==> src/source/video_pkg.sv <==
package video_pkg;

    // ------------------------------
    // Clock enable generator
    // ------------------------------
    localparam int CTR_WIDTH   = 6;                      // Free running enable counter
    localparam int INIT_CYCLES = 3;                      // Counter hold after reset
    localparam int INIT_WIDTH  = $clog2(INIT_CYCLES + 1);

    // 4.43361875 MHz / 24 MHz * 2^32, rounded
    localparam int PHACC_WIDTH = 32;
    localparam logic [PHACC_WIDTH-1:0] PHACC_DELTA = 32'd793426981;

    // ------------------------------
    // Video line and palette
    // ------------------------------
    localparam int PLANES      = 4;                      // One bit of colour index each
    localparam int COLUMNS     = 8;                      // Bytes per plane in one line
    localparam int PAL_ENTRIES = 16;
    localparam int COLOR_WIDTH = 8;

    // ------------------------------
    // Wishbone slave
    // ------------------------------
    localparam int WB_ADR_WIDTH = 7;
    localparam int WB_DAT_WIDTH = 8;

    typedef enum logic [1:0] {
        REGION_CTRL    = 2'd0,                           // 0x00
        REGION_PALETTE = 2'd1,                           // 0x10..0x1f
        REGION_PLANE   = 2'd2,                           // 0x40..0x5f, plane in [4:3]
        REGION_NONE    = 2'd3                            // Acked, reads as zero
    } wb_region_e;

    typedef enum logic {
        WB_IDLE = 1'b0,
        WB_ACK  = 1'b1
    } wb_state_e;

endpackage
==> src/source/video_ifs.sv <==
`timescale 1ns/10ps

// Enables from the counter, all single clk24 cycles unless noted
interface ce_if;
    logic ce12;                 // Every other cycle
    logic ce6;                  // Pixel push
    logic ce6x;                 // Pre-pixel push, one cycle before ce6
    logic ce3;
    logic ce1m5;
    logic video_slice;          // Level, 4 of 8 cycles
    logic pipe_ab;              // Level, top counter bit

    modport gen (output ce12, ce6, ce6x, ce3, ce1m5, video_slice, pipe_ab);
    modport user (input ce6, ce6x, video_slice);
endinterface

// Line buffer column fetch
interface fetch_if;
    logic enable;               // Control bit 0
    logic [video_pkg::PLANES-1:0][video_pkg::WB_DAT_WIDTH-1:0] plane_bytes;
    logic [$clog2(video_pkg::COLUMNS)-1:0] col;

    modport host (output enable, plane_bytes, input col);
    modport shifter (input enable, plane_bytes, output col);
endinterface

// Palette table lookup, combinational
interface pal_if;
    logic [$clog2(video_pkg::PAL_ENTRIES)-1:0] index;
    logic [video_pkg::COLOR_WIDTH-1:0] color;

    modport tbl (input index, output color);
    modport lookup (output index, input color);
endinterface

==> src/source/video_top.sv <==
`timescale 1ns/10ps

module video_top (
    input  logic                              clk24,
    input  logic                              rst_n,
    // Wishbone classic slave
    input  logic                              wb_cyc,
    input  logic                              wb_stb,
    input  logic                              wb_we,
    input  logic [video_pkg::WB_ADR_WIDTH-1:0] wb_adr,
    input  logic [video_pkg::WB_DAT_WIDTH-1:0] wb_dat_w,
    output logic [video_pkg::WB_DAT_WIDTH-1:0] wb_dat_r,
    output logic                              wb_ack,
    // Video out
    output logic [video_pkg::COLOR_WIDTH-1:0]  pixel_color,
    output logic                              pixel_valid,
    output logic                              subcarrier
);

    logic [video_pkg::PLANES-1:0] index;
    logic                         index_valid;

    ce_if    ce_bus ();
    fetch_if fetch_bus ();
    pal_if   pal_bus ();

    clock_enables clock_enables_i (
        .clk24      (clk24),
        .rst_n      (rst_n),
        .ce         (ce_bus.gen),
        .subcarrier (subcarrier)
    );

    wb_regs wb_regs_i (
        .clk24    (clk24),
        .rst_n    (rst_n),
        .wb_cyc   (wb_cyc),
        .wb_stb   (wb_stb),
        .wb_we    (wb_we),
        .wb_adr   (wb_adr),
        .wb_dat_w (wb_dat_w),
        .wb_dat_r (wb_dat_r),
        .wb_ack   (wb_ack),
        .fetch    (fetch_bus.host),
        .pal      (pal_bus.tbl)
    );

    pixel_shifter pixel_shifter_i (
        .clk24       (clk24),
        .rst_n       (rst_n),
        .ce          (ce_bus.user),
        .fetch       (fetch_bus.shifter),
        .index       (index),
        .index_valid (index_valid)
    );

    palette_out palette_out_i (
        .clk24       (clk24),
        .rst_n       (rst_n),
        .index       (index),
        .index_valid (index_valid),
        .pal         (pal_bus.lookup),
        .pixel_color (pixel_color),
        .pixel_valid (pixel_valid)
    );

endmodule

==> src/source/palette_out.sv <==
`timescale 1ns/10ps

module palette_out (
    input  logic                             clk24,
    input  logic                             rst_n,
    input  logic [video_pkg::PLANES-1:0]      index,
    input  logic                             index_valid,
    pal_if.lookup                            pal,
    output logic [video_pkg::COLOR_WIDTH-1:0] pixel_color,
    output logic                             pixel_valid
);

    // Index is registered in the shifter, stable during the strobe
    assign pal.index = index;

    // ------------------------------
    // Registered colour output
    // ------------------------------
    always_ff @(posedge clk24 or negedge rst_n) begin
        if (!rst_n) begin
            pixel_color <= '0;
            pixel_valid <= 1'b0;
        end else begin
            pixel_valid <= index_valid;                  // One cycle behind the index
            if (index_valid) begin
                pixel_color <= pal.color;                // Held between strobes
            end
        end
    end

endmodule

==> src/source/pixel_shifter.sv <==
`timescale 1ns/10ps

module pixel_shifter (
    input  logic                        clk24,
    input  logic                        rst_n,
    ce_if.user                          ce,
    fetch_if.shifter                    fetch,
    output logic [video_pkg::PLANES-1:0] index,
    output logic                        index_valid
);

    logic                                    running;
    logic [$clog2(video_pkg::COLUMNS)-1:0]   col;
    logic [$clog2(video_pkg::WB_DAT_WIDTH)-1:0] pos;    // Bit position within the byte
    logic [video_pkg::PLANES-1:0][video_pkg::WB_DAT_WIDTH-1:0] sr;
    logic [video_pkg::PLANES-1:0]            msbs;
    logic                                    load;
    logic                                    emit;

    assign fetch.col = col;

    // Line starts inside the video slice; later loads fall in the same phase
    assign load = ce.ce6x && (pos == '0) && (running || ce.video_slice);
    assign emit = running && ce.ce6;

    // Plane 3 is index bit 3
    always_comb begin
        for (int p = 0; p < video_pkg::PLANES; p++) begin
            msbs[p] = sr[p][video_pkg::WB_DAT_WIDTH-1];
        end
    end

    always_ff @(posedge clk24 or negedge rst_n) begin
        if (!rst_n) begin
            running     <= 1'b0;
            col         <= '0;
            pos         <= '0;
            sr          <= '0;
            index       <= '0;
            index_valid <= 1'b0;
        end else if (!fetch.enable) begin
            running     <= 1'b0;                         // Idle, next line from column 0
            col         <= '0;
            pos         <= '0;
            sr          <= '0;
            index       <= '0;
            index_valid <= 1'b0;
        end else begin
            index_valid <= 1'b0;
            if (load) begin
                running <= 1'b1;
                sr      <= fetch.plane_bytes;            // Column bytes of all planes
            end
            if (emit) begin
                index       <= msbs;
                index_valid <= 1'b1;
                for (int p = 0; p < video_pkg::PLANES; p++) begin
                    sr[p] <= {sr[p][video_pkg::WB_DAT_WIDTH-2:0], 1'b0}; // MSB first
                end
                pos <= pos + 1'b1;
                if (&pos) col <= col + 1'b1;             // Wraps after the last column
            end
        end
    end

endmodule

==> src/source/wb_regs.sv <==
`timescale 1ns/10ps

module wb_regs (
    input  logic                              clk24,
    input  logic                              rst_n,
    input  logic                              wb_cyc,
    input  logic                              wb_stb,
    input  logic                              wb_we,
    input  logic [video_pkg::WB_ADR_WIDTH-1:0] wb_adr,
    input  logic [video_pkg::WB_DAT_WIDTH-1:0] wb_dat_w,
    output logic [video_pkg::WB_DAT_WIDTH-1:0] wb_dat_r,
    output logic                              wb_ack,
    fetch_if.host                             fetch,
    pal_if.tbl                                pal
);

    video_pkg::wb_state_e  state;
    video_pkg::wb_region_e region;

    logic [video_pkg::WB_DAT_WIDTH-1:0] ctrl;
    logic [video_pkg::COLOR_WIDTH-1:0]  palette [video_pkg::PAL_ENTRIES];
    logic [video_pkg::WB_DAT_WIDTH-1:0] planes  [video_pkg::PLANES][video_pkg::COLUMNS];

    logic [$clog2(video_pkg::PAL_ENTRIES)-1:0] pal_sel;
    logic [$clog2(video_pkg::PLANES)-1:0]      plane_sel;
    logic [$clog2(video_pkg::COLUMNS)-1:0]     col_sel;
    logic                                      start;

    assign start     = wb_cyc & wb_stb & (state == video_pkg::WB_IDLE);
    assign pal_sel   = wb_adr[3:0];
    assign plane_sel = wb_adr[4:3];
    assign col_sel   = wb_adr[2:0];
    assign wb_ack    = (state == video_pkg::WB_ACK);     // Exactly one cycle per access

    // Region from the upper address bits
    always_comb begin
        if (wb_adr == '0)
            region = video_pkg::REGION_CTRL;
        else if (wb_adr[6:4] == 3'b001)
            region = video_pkg::REGION_PALETTE;
        else if (wb_adr[6:5] == 2'b10)
            region = video_pkg::REGION_PLANE;
        else
            region = video_pkg::REGION_NONE;
    end

    // ------------------------------
    // Bus FSM and register file
    // ------------------------------
    always_ff @(posedge clk24 or negedge rst_n) begin
        if (!rst_n) begin
            state    <= video_pkg::WB_IDLE;
            wb_dat_r <= '0;
            ctrl     <= '0;
            for (int e = 0; e < video_pkg::PAL_ENTRIES; e++) palette[e] <= '0;
            for (int p = 0; p < video_pkg::PLANES; p++) begin
                for (int c = 0; c < video_pkg::COLUMNS; c++) planes[p][c] <= '0;
            end
        end else begin
            case (state)
                video_pkg::WB_IDLE: begin
                    if (start) begin
                        state    <= video_pkg::WB_ACK;   // Write lands as ack rises
                        wb_dat_r <= '0;                  // Default covers REGION_NONE
                        case (region)
                            video_pkg::REGION_CTRL:
                                if (wb_we) ctrl <= wb_dat_w;
                                else       wb_dat_r <= ctrl;
                            video_pkg::REGION_PALETTE:
                                if (wb_we) palette[pal_sel] <= wb_dat_w;
                                else       wb_dat_r <= palette[pal_sel];
                            video_pkg::REGION_PLANE:
                                if (wb_we) planes[plane_sel][col_sel] <= wb_dat_w;
                                else       wb_dat_r <= planes[plane_sel][col_sel];
                            default: ;                   // Dropped
                        endcase
                    end
                end
                video_pkg::WB_ACK: state <= video_pkg::WB_IDLE; // No back-to-back ack
                default:           state <= video_pkg::WB_IDLE;
            endcase
        end
    end

    // Shifter and palette side, combinational reads
    assign fetch.enable = ctrl[0];
    assign pal.color    = palette[pal.index];

    always_comb begin
        for (int p = 0; p < video_pkg::PLANES; p++) begin
            fetch.plane_bytes[p] = planes[p][fetch.col];
        end
    end

endmodule

==> src/source/clock_enables.sv <==
`timescale 1ns/10ps

module clock_enables (
    input  logic clk24,
    input  logic rst_n,
    ce_if.gen    ce,
    output logic subcarrier
);

    logic [video_pkg::CTR_WIDTH-1:0]   ctr;
    logic [video_pkg::INIT_WIDTH-1:0]  init_ctr;
    logic [video_pkg::PHACC_WIDTH-1:0] phase;

    // ------------------------------
    // Startup delay and enable decode
    // ------------------------------
    always_ff @(posedge clk24 or negedge rst_n) begin
        if (!rst_n) begin
            init_ctr       <= '0;
            ctr            <= '0;
            ce.ce12        <= 1'b0;
            ce.ce6         <= 1'b0;
            ce.ce6x        <= 1'b0;
            ce.ce3         <= 1'b0;
            ce.ce1m5       <= 1'b0;
            ce.video_slice <= 1'b0;
            ce.pipe_ab     <= 1'b0;
        end else if (init_ctr != video_pkg::INIT_CYCLES[video_pkg::INIT_WIDTH-1:0]) begin
            init_ctr <= init_ctr + 1'b1;                 // Counter held, enables stay low
        end else begin
            ce.pipe_ab     <= ctr[5];                    // Half rate of the 32-cycle loop
            ce.ce12        <= ctr[0];
            ce.ce6         <= ctr[1] & ctr[0];           // xx11
            ce.ce6x        <= ctr[1] & ~ctr[0];          // xx10, one ahead of ce6
            ce.ce3         <= ctr[2] & ctr[1] & ~ctr[0]; // Once in 8
            ce.ce1m5       <= ~ctr[3] & ctr[2] & ctr[1] & ~ctr[0]; // Once in 16
            ce.video_slice <= ~ctr[2];
            ctr            <= ctr + 1'b1;
        end
    end

    // ------------------------------
    // PAL subcarrier
    // ------------------------------
    // Runs from reset release, independent of the startup delay
    always_ff @(posedge clk24 or negedge rst_n) begin
        if (!rst_n) begin
            phase <= '0;
        end else begin
            phase <= phase + video_pkg::PHACC_DELTA;
        end
    end

    assign subcarrier = phase[video_pkg::PHACC_WIDTH-1]; // Square wave from the MSB

endmodule

==> config.mk <==
export PLATFORM = sky130hd
export DESIGN_NAME = video_top
export DESIGN_NICKNAME = d
export VERILOG_FILES = /design/src/source/video_pkg.sv /design/src/source/video_ifs.sv /design/src/source/video_top.sv /design/src/source/palette_out.sv /design/src/source/pixel_shifter.sv /design/src/source/wb_regs.sv /design/src/source/clock_enables.sv
export SDC_FILE = /design/constraint.sdc
export NUM_CORES = 1
export LEC_CHECK = 0
export ABC_AREA = 0
export BUFFER_PORTS_ARGS = -buffer_cell sky130_fd_sc_hd__clkbuf_2
export CORE_MARGIN = 10
export CORE_UTILIZATION = 28
export DETAILED_ROUTE_END_ITERATION = 10
export PLACE_DENSITY = 0.42
export SKIP_CTS_REPAIR_TIMING = 1
export SYNTH_ARGS = -nofsm -noshare
export SYNTH_HDL_FRONTEND = slang
export SYNTH_SLANG_ARGS = --single-unit
==> constraint.sdc <==
create_clock -name clk24 -period 2 [get_ports clk24]
set_input_delay 0.3 -clock clk24 [delete_from_list [all_inputs] [get_ports clk24]]
set_output_delay 0.3 -clock clk24 [all_outputs]
set_load 0.1 [all_outputs]
==> flow_metrics.py <==
metrics = {
    "worst_setup_path": {
        "critical_path.n_buffers_inverters": 3,
        "worstSetupPathType": "register to register",
        "path_cells": "nand3b_4 -> buf_6 -> nor4b_4 -> buf_4 -> clkbuf_16 -> nand3_4 -> mux2_4",
        "endpoint_kind": "register",
        "critical_path.max_fanout": 8,
        "slowest_stage": "dfrtp_4",
        "crit_path_launch_type": "register",
        "critical_path.top_delay_family": "simple AND/OR/NAND/NOR gates",
        "worstPathArrival_ps": 2720,
        "critical_path_required_ps": 2510,
        "max_stage_delay_ps": 470,
    },
    "clock_network": {
        "clock_buffer_count_from_cts": 60,
        "clkSinkCount": 494,
        "cts_root_buffer": "clkbuf_16",
        "h-tree-depth": 2,
        "insertion_delay_ps": 620,
        "max-clock-path-buffers": 3,
        "clk_transition_reported_paths_ps": 60,
        "cts_tree": "yes",
    },
    "sta": {
        "slew_viol_final": 0,
        "final_hold_viols": 0,
        "clock_skew_ps": 12.6,
        "worstMarginPinSlew_ps": 846,
        "fmax_ghz": 0.452,
        "worst_slack_ps": -214,
        "worst_slew_margin_rel_pct": 43.2,
        "hold_ws_ps": 161,
        "rsz_0062_raised_after_global_routing": "yes",
        "setup_viol": 384,
        "period_share_pct": 111,
        "finalSetupTns_ps": -43360,
        "finalCriticalPeriod_ps": 2210,
    },
    "logic_synthesis": {
        "synth_top_area_share_pct": 48.3,
        "yosysUniqueCellTypes": 68,
        "synth_edf_count": 0,
        "synthCells": 1772,
        "synth_warnings": 0,
        "synth.yosys.seq_area_share_pct": 48.3,
        "synth_area_leaders": "dfrtp_1 48%, mux2_2 18%, mux4_2 14%",
        "async_reset_ff_share_pct": 100,
        "netlist.top_cell.by_area": "dfrtp_1",
        "yosys.cell_count.top_type": "dfrtp_1",
        "ys_seq_elements": 494,
        "synth.cell_area_mm2": 0.0256,
        "synth_flop_cell": "dfrtp_1",
        "synth.avg_cell_area_um2": 14.4,
        "mappedNetlistNets": 1800,
        "top_cells_by_instance_count_after_synthesis": "494 x dfrtp_1, 410 x mux2_2, 162 x mux4_2, 114 x nand2_1, 76 x clkbuf_1",
    },
    "pwr": {
        "power.total_uw": 22800,
        "irDropWorstVdd_v": 0.000665,
        "cellLeakagePower_uw": 0.0143,
        "power_per_cell_area_mw_per_mm2": 692,
    },
    "routing": {
        "detail_route.wl_per_cell_um": 27.0,
        "ratio_of_routed_vias_to_standard_cells": 5.22,
        "first_pass_iters": 8,
        "finalWirelength_mm": 87.1,
        "drc": 0,
        "antenna_left": 0,
        "vias": 16800,
        "detailedRoute.firstIterationViolations": 1275,
    },
    "place": {
        "buffer_ports.inserted": 38,
        "place_congestion": 0.774,
        "worst_setup_slack_before_clock_tree_synthesis_ps": -301,
        "detailedPlacementHpwl_mm": 59.6,
    },
    "flow_run": {
        "maxCapViolCount": 0,
    },
    "layout": {
        "antenna_cells": 0,
        "layout.nets": 2026,
        "syn2layout_area_growth_pct": 28.7,
        "fraction_of_layout_instances_using_a_drive_strength_above_1_pct": 53.1,
    },
    "grt": {
        "largest_net_degree_at_the_start_of_global_routing": 68,
        "grt_antenna_before_repair": 1,
        "grt_pass1_vias": 17700,
        "grt_first_pass_wirelength_mm": 125,
        "groute.usage.overall_pct": 16.2,
        "grt_remaining_overflow": 0,
    },
    "floorplan": {
        "initial_core_util_pct": 28.3,
        "io_pins": 39,
        "coreArea_mm2": 0.0903,
        "fp.dieArea_mm2": 0.104,
        "die_height_um": 322,
        "rows": 110,
        "die_w_um": 322,
    },
    "min_path": {
        "timing.hold.worst.class": "input port to async pin",
    },
    "status": {
        "violations": "negative setup slack",
        "run_status": "finished, violations left",
    },
}
cells in the final DEF, fill, tap and decap left out, drive strengths merged, types with 12 or more instances in the layout:
cell type  count
clkbuf       136
xnor2         19
inv           14
nand2        115
o21ai         69
nand3         61
mux4         186
a211oi        12
mux2i         49
xor2          12
nor2          42
mux2         424
dfrtp        494
buf          260
kinds of logic after synthesis:
kind of cell | after synthesis | share of synthesized area (%)
and+or+nand+nor | 272 | 5.81
DFF | 494 | 48.3
buffers and inverters | 149 | 2.74
xor gates and xnor gates | 31 | 1.06
adders and majority gates | 8 | 0.391
AOI/OAI and AO/OA | 159 | 4.22
muxes | 659 | 37.4
state kept, by name (all words and copies together) (netlist names):
name,flops
wb_regs_i.wb_ack,1
pixel_shifter_i.pos,3
pixel_shifter_i.index,4
palette_out_i.pixel_valid,1
palette_out_i.pixel_color,8
pixel_shifter_i.fetch.col,3
clock_enables_i.ce.ce6,1
pixel_shifter_i.running,1
clock_enables_i.init_ctr,2
pixel_shifter_i.sr,28
clock_enables_i.ctr,3
wb_regs_i.planes,256
clock_enables_i.phase,32
clock_enables_i.ce.ce6x,1
wb_regs_i.palette,128
clock_enables_i.ce.video_slice,1
pixel_shifter_i.msbs,4
wb_regs_i.ctrl,8
wb_regs_i.wb_dat_r,8
pixel_shifter_i.index_valid,1
layer usage:
metal	part of all wire [%]	global-route usage, %	wire (um)	up-vias
li1	-	-	-	7239
met1	46	21.9	39700	9081
met2	47	26.3	41100	391
met3	4.1	2.70	3590	116
met4	3.1	5.43	2700	0
met5	0	0	0	-
power by group:
group	internal [uW]	switching, uW
logic	742	943
registers	10200	162
clock network	6300	4420
layout make-up:
type / instances / area, um2
fill: 8646 / 57400
clock inverter: 14 / 86.3
multi-input combinational: 1129 / 13500
timing repair buffer: 302 / 3550
clock buffer: 95 / 1850
tap: 1176 / 1470
inverter: 11 / 43.8
sequential: 494 / 12400
per-stage QoR:
stage	utilization, %	cells	cell area [um2]
2_1_floorplan	-	1772	25800
3_3_place_gp	32.8	3084	29600
3_5_place_dp	32.8	3084	29600
4_1_cts	35.0	3193	31600
5_1_grt	36.4	3221	32900
6_report	36.4	3221	32900
path summary, 6_finish.rpt:
| path | end | cells after the start | slack, ps | startpoint |
|---|---|---|---|---|
| max | wb_regs_i.palette[85] | 7 | -210 | wb_regs_i.wb_ack |
| min | clock_enables_i.phase[28] | 2 | 160 | rst_n |
| max reg2reg | wb_regs_i.palette[85] | 7 | -210 | wb_regs_i.wb_ack |
| min reg2reg | clock_enables_i.phase[27] | 1 | 480 | clock_enables_i.phase[27] |
| max in group asynchronous | wb_regs_i.planes[59] | 4 | 1030 | rst_n |
| min in group clk24 | wb_regs_i.planes[100] | 2 | 170 | wb_dat_w[4] |
worst register-to-register path: stages, from the launching register on:
cell	delay (ps)
dfrtp_4	470
nand3b_4	220
buf_6	170
nor4b_4	250
buf_4	180
clkbuf_16	190
nand3_4	240
mux2_4	380
Note: power is estimated with default switching activity, not from simulation.
